### src/hw/rv_isa_pkg.sv
package rv_isa_pkg;

  localparam int xlen       = 32;
  localparam int reg_addr_w = 5;
  localparam int opcode_w   = 7;
  localparam int funct3_w   = 3;

  // base opcodes the core acts on, anything else is a no-op
  typedef enum logic [opcode_w-1:0] {
    op_imm = 7'b001_0011,
    auipc  = 7'b001_0111,
    lui    = 7'b011_0111,
    jal    = 7'b110_1111,
    jalr   = 7'b110_0111,
    load   = 7'b000_0011,
    store  = 7'b010_0011,
    system = 7'b111_0011
  } opcode_t;

  // op_imm funct3, only addi is kept
  localparam logic [funct3_w-1:0] f3_addi = 3'b000;

  // load/store width codes
  localparam logic [funct3_w-1:0] f3_byte   = 3'b000;
  localparam logic [funct3_w-1:0] f3_half   = 3'b001;
  localparam logic [funct3_w-1:0] f3_word   = 3'b010;
  localparam logic [funct3_w-1:0] f3_byte_u = 3'b100;
  localparam logic [funct3_w-1:0] f3_half_u = 3'b101;

  // the one system encoding that is decoded
  localparam logic [xlen-1:0] inst_ebreak = 32'h0010_0073;

  // register write-back source
  typedef enum logic [1:0] {
    wb_add  = 2'd0, // adder result
    wb_link = 2'd1, // pc + 4
    wb_load = 2'd2  // extracted load value
  } wb_src_t;

  // first adder operand
  typedef enum logic [1:0] {
    op1_rs1  = 2'd0,
    op1_pc   = 2'd1,
    op1_zero = 2'd2
  } op1_src_t;

endpackage

### src/hw/rv_bus_pkg.sv
package rv_bus_pkg;

  // wishbone classic port, byte granular select
  localparam int adr_w = 32;
  localparam int dat_w = 32;
  localparam int sel_w = dat_w / 8;

  // first fetch address after reset
  localparam logic [31:0] default_reset_pc = 32'h8000_0000;

endpackage

### src/hw/rv_regfile.sv
`timescale 1ns/1ps

module rv_regfile (
  input  logic                              clk,
  input  logic                              wen,
  input  logic [rv_isa_pkg::reg_addr_w-1:0] waddr,
  input  logic [rv_isa_pkg::reg_addr_w-1:0] rs1addr,
  input  logic [rv_isa_pkg::reg_addr_w-1:0] rs2addr,
  input  logic [rv_isa_pkg::xlen-1:0]       wdata,
  output logic [rv_isa_pkg::xlen-1:0]       rs1data,
  output logic [rv_isa_pkg::xlen-1:0]       rs2data
);

  logic [rv_isa_pkg::xlen-1:0] regs [2**rv_isa_pkg::reg_addr_w];

  always_ff @(posedge clk) begin
    if (wen && waddr != '0) regs[waddr] <= wdata; // x0 never written
  end

  // x0 reads as zero regardless of array contents
  assign rs1data = (rs1addr == '0) ? '0 : regs[rs1addr];
  assign rs2data = (rs2addr == '0) ? '0 : regs[rs2addr];

endmodule

### src/hw/rv_decoder.sv
`timescale 1ns/1ps

module rv_decoder (
  input  logic [rv_isa_pkg::xlen-1:0]       inst,
  output logic [rv_isa_pkg::reg_addr_w-1:0] rs1,
  output logic [rv_isa_pkg::reg_addr_w-1:0] rs2,
  output logic [rv_isa_pkg::reg_addr_w-1:0] rd,
  output logic [rv_isa_pkg::xlen-1:0]       imm,
  output rv_isa_pkg::op1_src_t              op1_src,
  output rv_isa_pkg::wb_src_t               wb_src,
  output logic                              reg_write,
  output logic                              mem_read,
  output logic                              mem_write,
  output logic                              is_jump,
  output logic                              is_ebreak,
  output logic [rv_isa_pkg::funct3_w-1:0]   funct3
);

  rv_isa_pkg::opcode_t         opcode;
  logic [rv_isa_pkg::xlen-1:0] imm_i;
  logic [rv_isa_pkg::xlen-1:0] imm_s;
  logic [rv_isa_pkg::xlen-1:0] imm_u;
  logic [rv_isa_pkg::xlen-1:0] imm_j;
  logic                        load_f3_ok;
  logic                        store_f3_ok;

  assign opcode = rv_isa_pkg::opcode_t'(inst[6:0]);
  assign rd     = inst[11:7];
  assign funct3 = inst[14:12];
  assign rs1    = inst[19:15];
  assign rs2    = inst[24:20];

  assign imm_i = {{20{inst[31]}}, inst[31:20]};
  assign imm_s = {{20{inst[31]}}, inst[31:25], inst[11:7]};
  assign imm_u = {inst[31:12], 12'h000};
  assign imm_j = {{12{inst[31]}}, inst[19:12], inst[20], inst[30:21], 1'b0};

  // reserved width codes fall through as no-ops
  assign load_f3_ok = (funct3 == rv_isa_pkg::f3_byte)   ||
                      (funct3 == rv_isa_pkg::f3_half)   ||
                      (funct3 == rv_isa_pkg::f3_word)   ||
                      (funct3 == rv_isa_pkg::f3_byte_u) ||
                      (funct3 == rv_isa_pkg::f3_half_u);
  assign store_f3_ok = (funct3 == rv_isa_pkg::f3_byte) ||
                       (funct3 == rv_isa_pkg::f3_half) ||
                       (funct3 == rv_isa_pkg::f3_word);

  // ecall and csr ops share the opcode but do nothing here
  assign is_ebreak = (inst == rv_isa_pkg::inst_ebreak);

  always_comb begin
    imm       = '0;
    op1_src   = rv_isa_pkg::op1_zero;
    wb_src    = rv_isa_pkg::wb_add;
    reg_write = 1'b0;
    mem_read  = 1'b0;
    mem_write = 1'b0;
    is_jump   = 1'b0;
    case (opcode)
      rv_isa_pkg::op_imm: begin
        if (funct3 == rv_isa_pkg::f3_addi) begin
          imm       = imm_i;
          op1_src   = rv_isa_pkg::op1_rs1;
          reg_write = 1'b1;
        end
      end
      rv_isa_pkg::lui: begin
        imm       = imm_u; // added to zero
        reg_write = 1'b1;
      end
      rv_isa_pkg::auipc: begin
        imm       = imm_u;
        op1_src   = rv_isa_pkg::op1_pc;
        reg_write = 1'b1;
      end
      rv_isa_pkg::jal: begin
        imm       = imm_j;
        op1_src   = rv_isa_pkg::op1_pc;
        wb_src    = rv_isa_pkg::wb_link;
        reg_write = 1'b1;
        is_jump   = 1'b1;
      end
      rv_isa_pkg::jalr: begin
        imm       = imm_i;
        op1_src   = rv_isa_pkg::op1_rs1;
        wb_src    = rv_isa_pkg::wb_link;
        reg_write = 1'b1;
        is_jump   = 1'b1;
      end
      rv_isa_pkg::load: begin
        if (load_f3_ok) begin
          imm       = imm_i;
          op1_src   = rv_isa_pkg::op1_rs1;
          wb_src    = rv_isa_pkg::wb_load;
          reg_write = 1'b1;
          mem_read  = 1'b1;
        end
      end
      rv_isa_pkg::store: begin
        if (store_f3_ok) begin
          imm       = imm_s;
          op1_src   = rv_isa_pkg::op1_rs1;
          mem_write = 1'b1;
        end
      end
      default: ;
    endcase
  end

endmodule

### src/hw/rv_execute.sv
`timescale 1ns/1ps

module rv_execute (
  input  logic [rv_isa_pkg::xlen-1:0] pc,
  input  logic [rv_isa_pkg::xlen-1:0] rs1_data,
  input  logic [rv_isa_pkg::xlen-1:0] imm,
  input  rv_isa_pkg::op1_src_t        op1_src,
  input  rv_isa_pkg::wb_src_t         wb_src,
  input  logic                        is_jump,
  input  logic [rv_isa_pkg::xlen-1:0] load_value,
  output logic [rv_isa_pkg::xlen-1:0] sum,
  output logic [rv_isa_pkg::xlen-1:0] next_pc,
  output logic [rv_isa_pkg::xlen-1:0] wdata
);

  logic [rv_isa_pkg::xlen-1:0] op1;
  logic [rv_isa_pkg::xlen-1:0] link; // pc + 4

  always_comb begin
    case (op1_src)
      rv_isa_pkg::op1_rs1: op1 = rs1_data;
      rv_isa_pkg::op1_pc:  op1 = pc;
      default:             op1 = '0;
    endcase
  end

  // single adder serves addi, lui, auipc, jump targets and addresses
  assign sum  = op1 + imm;
  assign link = pc + 32'd4;

  // jal targets are already even, so clearing bit 0 only matters for jalr
  assign next_pc = is_jump ? {sum[rv_isa_pkg::xlen-1:1], 1'b0} : link;

  always_comb begin
    case (wb_src)
      rv_isa_pkg::wb_link: wdata = link;
      rv_isa_pkg::wb_load: wdata = load_value;
      default:             wdata = sum;
    endcase
  end

endmodule

### src/hw/rv_lsu.sv
`timescale 1ns/1ps

module rv_lsu (
  input  logic [rv_isa_pkg::funct3_w-1:0] funct3,
  input  logic [1:0]                      addr_low,
  input  logic [rv_isa_pkg::xlen-1:0]     rs2_data,
  input  logic [rv_bus_pkg::dat_w-1:0]    load_word,
  output logic [rv_bus_pkg::dat_w-1:0]    store_data,
  output logic [rv_bus_pkg::sel_w-1:0]    store_sel,
  output logic                            access_ok,
  output logic [rv_isa_pkg::xlen-1:0]     load_value
);

  logic [7:0]  byte_sel;  // addressed byte of the load word
  logic [15:0] half_sel;  // addressed halfword

  // byte lanes and alignment
  always_comb begin
    case (funct3)
      rv_isa_pkg::f3_byte, rv_isa_pkg::f3_byte_u: begin
        store_data = {4{rs2_data[7:0]}};
        store_sel  = 4'b0001 << addr_low;
        access_ok  = 1'b1;
      end
      rv_isa_pkg::f3_half, rv_isa_pkg::f3_half_u: begin
        store_data = {2{rs2_data[15:0]}};
        store_sel  = addr_low[1] ? 4'b1100 : 4'b0011;
        access_ok  = !addr_low[0];
      end
      rv_isa_pkg::f3_word: begin
        store_data = rs2_data;
        store_sel  = 4'b1111;
        access_ok  = (addr_low == 2'b00);
      end
      default: begin
        store_data = rs2_data;
        store_sel  = '0;
        access_ok  = 1'b0;
      end
    endcase
  end

  assign byte_sel = load_word[8*addr_low +: 8];
  assign half_sel = addr_low[1] ? load_word[31:16] : load_word[15:0];

  // extension uses the extracted part, a refused access reads as zero
  always_comb begin
    if (!access_ok) begin
      load_value = '0;
    end else begin
      case (funct3)
        rv_isa_pkg::f3_byte:   load_value = {{24{byte_sel[7]}}, byte_sel};
        rv_isa_pkg::f3_byte_u: load_value = {24'h00_0000, byte_sel};
        rv_isa_pkg::f3_half:   load_value = {{16{half_sel[15]}}, half_sel};
        rv_isa_pkg::f3_half_u: load_value = {16'h0000, half_sel};
        default:               load_value = load_word;
      endcase
    end
  end

endmodule

### src/hw/rv_sequencer.sv
`timescale 1ns/1ps

module rv_sequencer #(
  parameter logic [rv_isa_pkg::xlen-1:0] reset_pc = rv_bus_pkg::default_reset_pc
) (
  input  logic                         clk,
  input  logic                         rst,
  output logic [rv_isa_pkg::xlen-1:0]  inst,
  output logic [rv_isa_pkg::xlen-1:0]  pc,
  output logic                         reg_write_en,
  output logic                         halted,
  input  logic [rv_isa_pkg::xlen-1:0]  next_pc,
  input  logic [rv_isa_pkg::xlen-1:0]  mem_addr,
  input  logic                         mem_read,
  input  logic                         mem_write,
  input  logic                         reg_write,
  input  logic                         is_ebreak,
  input  logic                         access_ok,
  input  logic [rv_bus_pkg::dat_w-1:0] store_data,
  input  logic [rv_bus_pkg::sel_w-1:0] store_sel,
  output logic [rv_bus_pkg::dat_w-1:0] load_word,
  output logic                         wb_cyc,
  output logic                         wb_stb,
  output logic                         wb_we,
  output logic [rv_bus_pkg::adr_w-1:0] wb_adr,
  output logic [rv_bus_pkg::dat_w-1:0] wb_dat_w,
  output logic [rv_bus_pkg::sel_w-1:0] wb_sel,
  input  logic [rv_bus_pkg::dat_w-1:0] wb_dat_r,
  input  logic                         wb_ack
);

  typedef enum logic [2:0] {
    s_idle,  // gap cycle between bus cycles
    s_fetch,
    s_exec,
    s_mem,
    s_halt
  } state_t;

  state_t state;
  logic   mem_go; // load or store that goes out on the bus

  assign mem_go = (mem_read | mem_write) & access_ok;

  always_ff @(posedge clk) begin
    if (rst) begin
      state <= s_idle;
      pc    <= reset_pc;
    end else begin
      case (state)
        s_idle: state <= s_fetch;
        s_fetch: begin
          if (wb_ack) state <= s_exec;
        end
        s_exec: begin
          if (is_ebreak) begin
            state <= s_halt; // pc stays on the ebreak
          end else if (mem_go) begin
            state <= s_mem;
          end else begin
            state <= s_idle;
            pc    <= next_pc;
          end
        end
        s_mem: begin
          if (wb_ack) begin
            state <= s_idle;
            pc    <= next_pc;
          end
        end
        s_halt: state <= s_halt; // left only through rst
        default: state <= s_idle;
      endcase
    end
  end

  // instruction word held through execute and the data access
  always_ff @(posedge clk) begin
    if (state == s_fetch && wb_ack) inst <= wb_dat_r;
  end

  // load data is written back in the ack cycle itself
  assign load_word = wb_dat_r;

  // one write per instruction, either at end of execute or at the data ack
  assign reg_write_en = reg_write &&
                        (((state == s_exec) && !mem_go) ||
                         ((state == s_mem) && wb_ack));

  assign halted = (state == s_halt);

  assign wb_cyc   = (state == s_fetch) || (state == s_mem);
  assign wb_stb   = wb_cyc;
  assign wb_we    = (state == s_mem) && mem_write;
  // word address on the bus, byte lanes come from wb_sel
  assign wb_adr   = (state == s_mem) ? {mem_addr[rv_isa_pkg::xlen-1:2], 2'b00} : pc;
  assign wb_sel   = (state == s_mem) ? store_sel : '1; // fetch is a full word
  assign wb_dat_w = store_data;

endmodule

### src/hw/rv_core_top.sv
`timescale 1ns/1ps

module rv_core_top #(
  parameter logic [rv_isa_pkg::xlen-1:0] reset_pc = rv_bus_pkg::default_reset_pc
) (
  input  logic                         clk,
  input  logic                         rst,
  output logic                         wb_cyc,
  output logic                         wb_stb,
  output logic                         wb_we,
  output logic [rv_bus_pkg::adr_w-1:0] wb_adr,
  output logic [rv_bus_pkg::dat_w-1:0] wb_dat_w,
  output logic [rv_bus_pkg::sel_w-1:0] wb_sel,
  input  logic [rv_bus_pkg::dat_w-1:0] wb_dat_r,
  input  logic                         wb_ack,
  output logic                         halted,
  output logic [rv_isa_pkg::xlen-1:0]  pc
);

  logic [rv_isa_pkg::xlen-1:0]       inst;
  logic [rv_isa_pkg::xlen-1:0]       next_pc;
  logic [rv_isa_pkg::xlen-1:0]       sum;      // also the data address
  logic [rv_isa_pkg::xlen-1:0]       wdata;
  logic [rv_isa_pkg::xlen-1:0]       imm;
  logic [rv_isa_pkg::xlen-1:0]       rs1_data;
  logic [rv_isa_pkg::xlen-1:0]       rs2_data;
  logic [rv_isa_pkg::xlen-1:0]       load_value;
  logic [rv_isa_pkg::reg_addr_w-1:0] rs1;
  logic [rv_isa_pkg::reg_addr_w-1:0] rs2;
  logic [rv_isa_pkg::reg_addr_w-1:0] rd;
  logic [rv_isa_pkg::funct3_w-1:0]   funct3;
  rv_isa_pkg::op1_src_t              op1_src;
  rv_isa_pkg::wb_src_t               wb_src;
  logic                              reg_write;
  logic                              reg_write_en;
  logic                              mem_read;
  logic                              mem_write;
  logic                              is_jump;
  logic                              is_ebreak;
  logic                              access_ok;
  logic [rv_bus_pkg::dat_w-1:0]      store_data;
  logic [rv_bus_pkg::sel_w-1:0]      store_sel;
  logic [rv_bus_pkg::dat_w-1:0]      load_word;

  rv_sequencer #(
    .reset_pc(reset_pc)
  ) sequencer_i (
    .clk          (clk),
    .rst          (rst),
    .inst         (inst),
    .pc           (pc),
    .reg_write_en (reg_write_en),
    .halted       (halted),
    .next_pc      (next_pc),
    .mem_addr     (sum),
    .mem_read     (mem_read),
    .mem_write    (mem_write),
    .reg_write    (reg_write),
    .is_ebreak    (is_ebreak),
    .access_ok    (access_ok),
    .store_data   (store_data),
    .store_sel    (store_sel),
    .load_word    (load_word),
    .wb_cyc       (wb_cyc),
    .wb_stb       (wb_stb),
    .wb_we        (wb_we),
    .wb_adr       (wb_adr),
    .wb_dat_w     (wb_dat_w),
    .wb_sel       (wb_sel),
    .wb_dat_r     (wb_dat_r),
    .wb_ack       (wb_ack)
  );

  rv_decoder decoder_i (
    .inst      (inst),
    .rs1       (rs1),
    .rs2       (rs2),
    .rd        (rd),
    .imm       (imm),
    .op1_src   (op1_src),
    .wb_src    (wb_src),
    .reg_write (reg_write),
    .mem_read  (mem_read),
    .mem_write (mem_write),
    .is_jump   (is_jump),
    .is_ebreak (is_ebreak),
    .funct3    (funct3)
  );

  rv_execute execute_i (
    .pc         (pc),
    .rs1_data   (rs1_data),
    .imm        (imm),
    .op1_src    (op1_src),
    .wb_src     (wb_src),
    .is_jump    (is_jump),
    .load_value (load_value),
    .sum        (sum),
    .next_pc    (next_pc),
    .wdata      (wdata)
  );

  rv_regfile regfile_i (
    .clk     (clk),
    .wen     (reg_write_en),
    .waddr   (rd),
    .rs1addr (rs1),
    .rs2addr (rs2),
    .wdata   (wdata),
    .rs1data (rs1_data),
    .rs2data (rs2_data)
  );

  rv_lsu lsu_i (
    .funct3     (funct3),
    .addr_low   (sum[1:0]),
    .rs2_data   (rs2_data),
    .load_word  (load_word),
    .store_data (store_data),
    .store_sel  (store_sel),
    .access_ok  (access_ok),
    .load_value (load_value)
  );

endmodule

### config.mk
export PLATFORM = sky130hd
export DESIGN_NAME = rv_core_top
export DESIGN_NICKNAME = d
export VERILOG_FILES = /design/src/hw/rv_isa_pkg.sv /design/src/hw/rv_bus_pkg.sv /design/src/hw/rv_regfile.sv /design/src/hw/rv_decoder.sv /design/src/hw/rv_execute.sv /design/src/hw/rv_lsu.sv /design/src/hw/rv_sequencer.sv /design/src/hw/rv_core_top.sv
export SDC_FILE = /design/constraint.sdc
export NUM_CORES = 1
export LEC_CHECK = 0
export BUFFER_PORTS_ARGS = -buffer_cell sky130_fd_sc_hd__buf_4
export CORE_MARGIN = 2
export CORE_UTILIZATION = 63
export DETAILED_ROUTE_END_ITERATION = 10
export PLACE_DENSITY_LB_ADDON = 0.12
export SYNTH_ARGS = -nofsm -noshare
export SYNTH_HDL_FRONTEND = slang
export SYNTH_SLANG_ARGS = --single-unit
### constraint.sdc
create_clock -name clk -period 7.9 [get_ports clk]
set_clock_uncertainty 0.1 [all_clocks]
set_input_delay 1.975 -clock clk [delete_from_list [all_inputs] [get_ports clk]]
set_output_delay 1.975 -clock clk [all_outputs]
set_load 0.01 [all_outputs]
==> results.py, run 1 <==
metrics = {
    "routing": {
        "viasPerCell": 7.767,
        "dr.pass1.iters": 6,
        "postRouteAntennaNets": 0,
        "vias": 35198,
        "wl_per_cell_um": 39.67,
        "drt_iter0_markers": 6008,
        "drcViolationCount": 0,
        "drt_wl_total_mm": 179.8,
    },
    "die": {
        "die_h_um": 298.9,
        "initial_core_util_pct": 63.34,
        "placementRows": 108,
        "dieArea_um2": 89320,
        "pin_count": 139,
        "die_w_um": 298.9,
        "core_area_um2": 86480,
    },
    "grt": {
        "overflow": 0,
        "grt_pass1_wl_mm": 251.2,
        "grt_pass1_vias": 34448,
        "grt_max_degree": 80,
        "grt_usage_pct": 40.24,
        "antenna_found_initial": 7,
    },
    "critical_path": {
        "cp_top_family": "multiplexers",
        "cp_max_fo": 12,
        "path_class": "register to output pin",
        "worstSetupEndpointType": "output pin",
        "path_cells": "buf_12 > buf_16 > mux4_2 > mux4_2 > mux2i_4 > buf_4 > o21ai_0 > ha_2 > and3_1 > a221oi_4 > a21oi_4 > nor4_4 > o211ai_2 > a41oi_4 > nor3_2 > nor4b_4 > o21ai_1 > buf_4",
        "slowest_stage": "mux4_2",
        "cp-start-kind": "register",
        "path_buf_inv": 4,
        "required_ns": 5.83,
        "arrival_ns": 5.72,
        "slowest_delay_ns": 0.54,
    },
    "placement": {
        "dp_cells": 4279,
        "io_buffers": 136,
        "place_congestion": 1.014,
        "place_hpwl_mm": 104.2,
    },
    "logic_synthesis": {
        "ys_ff_latch": 1100,
        "synth_area_um2": 54780,
        "synth_cell_type_count": 86,
        "synth_edf_count": 1056,
        "synthFlopType": "edfxtp_1",
        "yosysSeqAreaShare_pct": 59.50,
        "yosys.area.top_type": "edfxtp_1",
        "synth_top_area_share_pct": 57.89,
        "async_flop_share_pct": 0,
        "ys_warn_count": 0,
        "synthCells": 3043,
        "avgSynthCellArea_um2": 18.00,
        "synthTopCellsByArea": "edfxtp_1 (58%), mux4_2 (26%), dfxtp_1 (1.6%), mux2i_1 (1.1%), a21oi_1 (0.93%)",
    },
    "final_layout": {
        "area_delta_synth_final_pct": 14.55,
        "final_common_cell": "edfxtp_1",
        "fin_cells": 4532,
        "drive_gt1_share_pct": 38.03,
        "fin_nets": 3348,
        "num-fill-cells": 5023,
        "mostFrequentLayoutCells": "edfxtp_1 (1056), mux4_2 (639), buf_4 (280), nand2_1 (135), clkbuf_16 (116)",
    },
    "power": {
        "p_per_area_nw_per_um2": 214.0,
        "p_leak_nw": 20.88,
        "vdd_drop_max_mv": 0.2327,
    },
    "timing": {
        "rsz0062_at_grt": "false",
        "finalSetupViolCount": 0,
        "min_period_ns": 7.793,
        "hold_viol_final": 0,
        "max_slew.worst_pin.slew_ns": 1.347,
        "fin_setup_tns_ns": 0,
        "slew_headroom_pct": 10.13,
        "fmax_ghz": 0.1283,
        "drv_slew": 0,
        "fin_crit_sh_pct": 98.64,
    },
    "clock_network": {
        "max-clock-path-buffers": 3,
        "numCtsBuffers": 111,
        "cts_tree": "yes",
        "cts_root_buf": "clkbuf_16",
        "cts_sinks": 1100,
        "path_clk_slew_ns": 0.06,
        "h-tree-depth": 3,
        "clk_latency_ns": 0.73,
    },
    "worst_hold_path": {
        "hold_path_class": "register to register",
    },
    "status": {
        "status": "finished, final reports clean",
    },
    "flow_run": {
        "drv_cap": 0,
    },
}
## cell usage after synthesis, types with 14 or more instances
cell type  number
inv_1          31
xnor2_1        30
nor3_1         32
a21o_1         44
nor2b_1        15
buf_1          49
nor2_1        129
o22ai_1        20
mux2i_1        59
buf_2          48
dfxtp_1        44
mux4_2        639
ha_1           34
o21ai_0        98
xor2_1         27
edfxtp_1     1056
and3_1         14
nand3_1        27
nand2b_1       38
nand2_1       136
clkbuf_1      126
mux2_2         27
a21oi_1       102
a221oi_1       21
a211oi_1       17
## metal layers
metal  up-vias  track usage (%)  routed length [um]
li1      13290                -                   -
met1     18015            55.60               59610
met2      3309            60.06               83210
met3       580            11.37               26720
met4         4            19.82               10210
met5         -                0                  20
## state kept, by name (all words and copies together), names as in the netlist, named ones only
signal and cells:
sequencer_i.state 3, sequencer_i.inst 32, sequencer_i.pc 31, regfile_i.regs 1024
## power by group
group / internal, W / leakage (nW) / switching (W) / total (W)
combinational: 0.000732 / 8.96 / 0.000789 / 0.00152
clock: 0.00313 / 1.80 / 0.00231 / 0.00544
sequential: 0.00637 / 10.1 / 0.0000897 / 0.00646
total: 0.0102 / 20.9 / 0.00319 / 0.0134
## area by class of cell
type | count | area [um2] | share of cell area, %
Multi-Input combinational cell | 1701 | 21650 | 34.51
Inverter | 32 | 120.1 | 0.1914
Sequential cell | 1100 | 32620 | 51.99
Timing Repair Buffer | 332 | 3153 | 5.025
Clock buffer | 133 | 2924 | 4.660
Tap cell | 1155 | 1445 | 2.303
Clock inverter | 73 | 810.8 | 1.292
Antenna cell | 6 | 15.01 | 0.02393
## through the flow
step                worst slack (ns)  cell area, um2  hold WS, ns  util, %  total power [W]
finish                        0.1073           62750       0.4317    72.55          0.01343
global route                0.007037           62730       0.4457    72.54          0.01370
detailed placement            0.1856           58330       0.4098    67.45         0.008002
global placement              0.2283           58330       0.3948    67.45         0.007981
CTS                        0.0001430           62330       0.4182    72.07          0.01338
floorplan                     0.9729           54900       0.3692        -         0.007479
## cells by family (layout without fill, tap and decap cells)
logic type / count (synthesis) / count (layout) / share of synthesized area [%]
flops: 1100 / 1100 / 59.50
compound gates: 386 / 386 / 4.550
xor+xnor: 57 / 57 / 0.9114
buf+inv: 276 / 570 / 2.177
simple gates: 462 / 463 / 4.118
other cells: 1 / 40 / 0.006846
mux: 725 / 725 / 27.91
fa+ha+maj: 36 / 36 / 0.8337
## path summary, 6_finish.rpt
check	startpoint	to	slack, ns	cells past startpoint
max	register	wb_adr[28]	0.11	18
min	sequencer_i.state[2]$_SDFFE_PP0P_	sequencer_i.state[1]$_SDFFE_PP0P_	0.43	1
max reg2reg	register	regfile_i.regs[21][1]$_DFFE_PP_	1.76	15
min reg2reg	sequencer_i.state[2]$_SDFFE_PP0P_	sequencer_i.state[1]$_SDFFE_PP0P_	0.43	1
## timing repair
item,CTS,global route
gates cloned,3,3
hold buffers,0,0
gates resized for setup,16,28
buffers inserted,7,29
endpoints found under the setup margin,20,13
pin swaps,1,11
Note: power is estimated with default switching activity, not from simulation.
==> run 2, diff against run 1 <==
==> constraint.sdc (replaced) <==
create_clock -name clk -period 7.9 [get_ports clk]
set_clock_uncertainty 0.1 [all_clocks]
set_input_delay 0.79 -clock clk [delete_from_list [all_inputs] [get_ports clk]]
set_output_delay 0.79 -clock clk [all_outputs]
set_load 0.01 [all_outputs]
==> results.py, run 2 (same netlist as run 1, synthesis figures left out) <==
metrics = {
    "grt": {
        "grt_pass1_vias": 34222,
        "antenna_found_initial": 11,
        "grt_usage_pct": 39.19,
        "overflow": 0,
        "grt_max_degree": 120,
        "grt_pass1_wl_mm": 246.1,
    },
    "critical_path": {
        "path_class": "register to output pin",
        "cp_top_family": "compound AO/OA/AOI/OAI gates",
        "slowest_stage": "dfxtp_4",
        "worstSetupEndpointType": "output pin",
        "slowest_delay_ns": 0.91,
        "path_depth": 16,
        "path_buf_inv": 3,
        "required_ns": 7.01,
        "cp_max_fo": 53,
        "rr_worst_depth": 15,
        "arrival_ns": 6.76,
        "cp-start-kind": "register",
        "path_cells": "buf_4 > buf_4 > mux4_2 > mux4_2 > mux2i_1 > o21ai_0 > ha_1 > a211o_1 > a211oi_1 > a211oi_1 > a2111oi_2 > o21bai_1 > a21oi_1 > xor2_1 > o21ai_0 > buf_4",
        "cp_common_cell": "buf_4",
    },
    "timing": {
        "slew_headroom_pct": 5.931,
        "max_slew.worst_pin.slew_ns": 1.411,
        "min_period_ns": 7.653,
        "rsz0062_at_grt": "false",
        "hold_viol_final": 0,
        "drv_slew": 0,
        "fmax_ghz": 0.1307,
        "fin_setup_tns_ns": 0,
        "finalSetupViolCount": 0,
        "fin_crit_sh_pct": 96.87,
    },
    "routing": {
        "wl_per_cell_um": 38.85,
        "dr.pass1.iters": 5,
        "viasPerCell": 7.729,
        "drcViolationCount": 0,
        "postRouteAntennaNets": 0,
        "drt_iter0_markers": 5318,
        "drt_wl_total_mm": 172.6,
        "vias": 34342,
    },
    "final_layout": {
        "drive_gt1_share_pct": 35.65,
        "top_register": "regfile_i.regs",
        "area_delta_synth_final_pct": 12.11,
        "fin_nets": 3264,
        "mostFrequentLayoutCells": "edfxtp_1 (1056), mux4_2 (639), buf_4 (219), nand2_1 (135), clkbuf_16 (109)",
        "largest_reg_flops": 1024,
        "final_common_cell": "edfxtp_1",
        "reg_top3": "regfile_i.regs: 1024 flops, sequencer_i.inst: 32 flops, sequencer_i.pc: 31 flops",
    },
    "placement": {
        "place_congestion": 1.008,
        "io_buffers": 136,
        "place_hpwl_mm": 101.8,
    },
    "power": {
        "power_w": 0.01297,
        "p_per_area_nw_per_um2": 211.2,
        "p_leak_nw": 20.29,
        "vdd_drop_max_mv": 0.2050,
    },
    "clock_network": {
        "cts_root_buf": "clkbuf_16",
        "path_clk_slew_ns": 0.07,
        "cts_tree": "yes",
        "numCtsBuffers": 109,
        "cts_hold_buffers": 0,
        "max-clock-path-buffers": 3,
        "cts_sinks": 1100,
        "h-tree-depth": 3,
        "clk_latency_ns": 0.73,
    },
    "worst_hold_path": {
        "hold_path_class": "primary input to register",
        "hp-start": "wb_dat_r[6]",
        "whs_path_depth": 1,
    },
    "status": {
        "status": "finished, final reports clean",
    },
    "die": {
        "pin_count": 139,
        "dieArea_um2": 89320,
        "initial_core_util_pct": 63.34,
        "placementRows": 108,
        "die_w_um": 298.9,
        "core_area_um2": 86480,
        "die_h_um": 298.9,
    },
    "flow_run": {
        "drv_cap": 0,
    },
}
[run 2: cell count changes in the layout (fill, tap and decap cells not counted), sizes merged]
cell / previous run / this run
bufinv: 15 / 8
inv: 33 / 37
or3: 6 / 5
buf: 330 / 251
diode: 6 / 3
clkbuf: 135 / 129
clkinvlp: 6 / 7
clkinv: 51 / 53
[run 2: stage by stage]
step	worst slack [ns]	util, %	hold WS [ns]	cell area (um2)	std cells
after detailed placement	0.8911	67.00	0.4122	57950	4237
after floorplan	1.666	-	0.3692	54900	3076
after global routing	0.1072	71.00	0.1511	61400	4440
final	0.2471	71.01	0.1587	61410	4443
after CTS	0.1491	70.95	0.1351	61360	4439
after global placement	0.9170	67.00	0.4057	57950	4237
[run 2: where the power goes]
part	switching, W	internal [W]	leakage [nW]
clock	0.00229	0.00280	1.65
sequential	0.0000860	0.00637	10.1
combinational	0.000759	0.000669	8.51
[run 2: timing repair]
action,CTS,global route
hold endpoints to repair,0,0
buffers inserted,0,1
endpoints found under the setup margin,0,9
gates resized for setup,0,0
[run 2: final timing paths]
kind / endpoint / slack [ns]
hold / removal: sequencer_i.inst[6]$_DFFE_PP_ / 0.16
setup reg to reg: regfile_i.regs[13][23]$_DFFE_PP_ / 0.97
hold reg to reg: sequencer_i.state[0]$_SDFFE_PP0P_ / 0.44
setup / recovery: wb_adr[23] / 0.25
[run 2: worst reg2reg max path, cell delays in order (launching register included)]
cell	delay, ns
dfxtp_4	0.91
buf_4	0.53
buf_4	0.36
mux4_2	0.37
mux4_2	0.50
mux2i_1	0.41
o21ai_0	0.18
ha_1	0.35
a211o_1	0.32
a211oi_1	0.35
a211oi_1	0.14
a2111oi_2	0.46
o21bai_1	0.16
a21oi_1	0.20
xor2_1	0.15
a21oi_2	1.01
[run 2: final cells by class]
type | instances | area (um2)
clock inverter | 73 | 611.8
tap | 1155 | 1445
antenna | 3 | 7.507
inverter | 32 | 120.1
multi-input combinational | 1700 | 21510
clock buffer | 129 | 2803
sequential | 1100 | 32620
fill | 5317 | 25070
timing repair buffer | 251 | 2292
[run 2: layer usage]
metal  part of all wire [%]  vias to the layer above  wire (um)  GRT usage (%)
met5                  0.053                        -         92              0
met2                     46                     3033      79650          58.98
met4                    5.6                       14       9646          19.23
li1                       -                    13130          -              -
met1                     33                    17617      57740          53.11
met3                     15                      548      25510          11.89
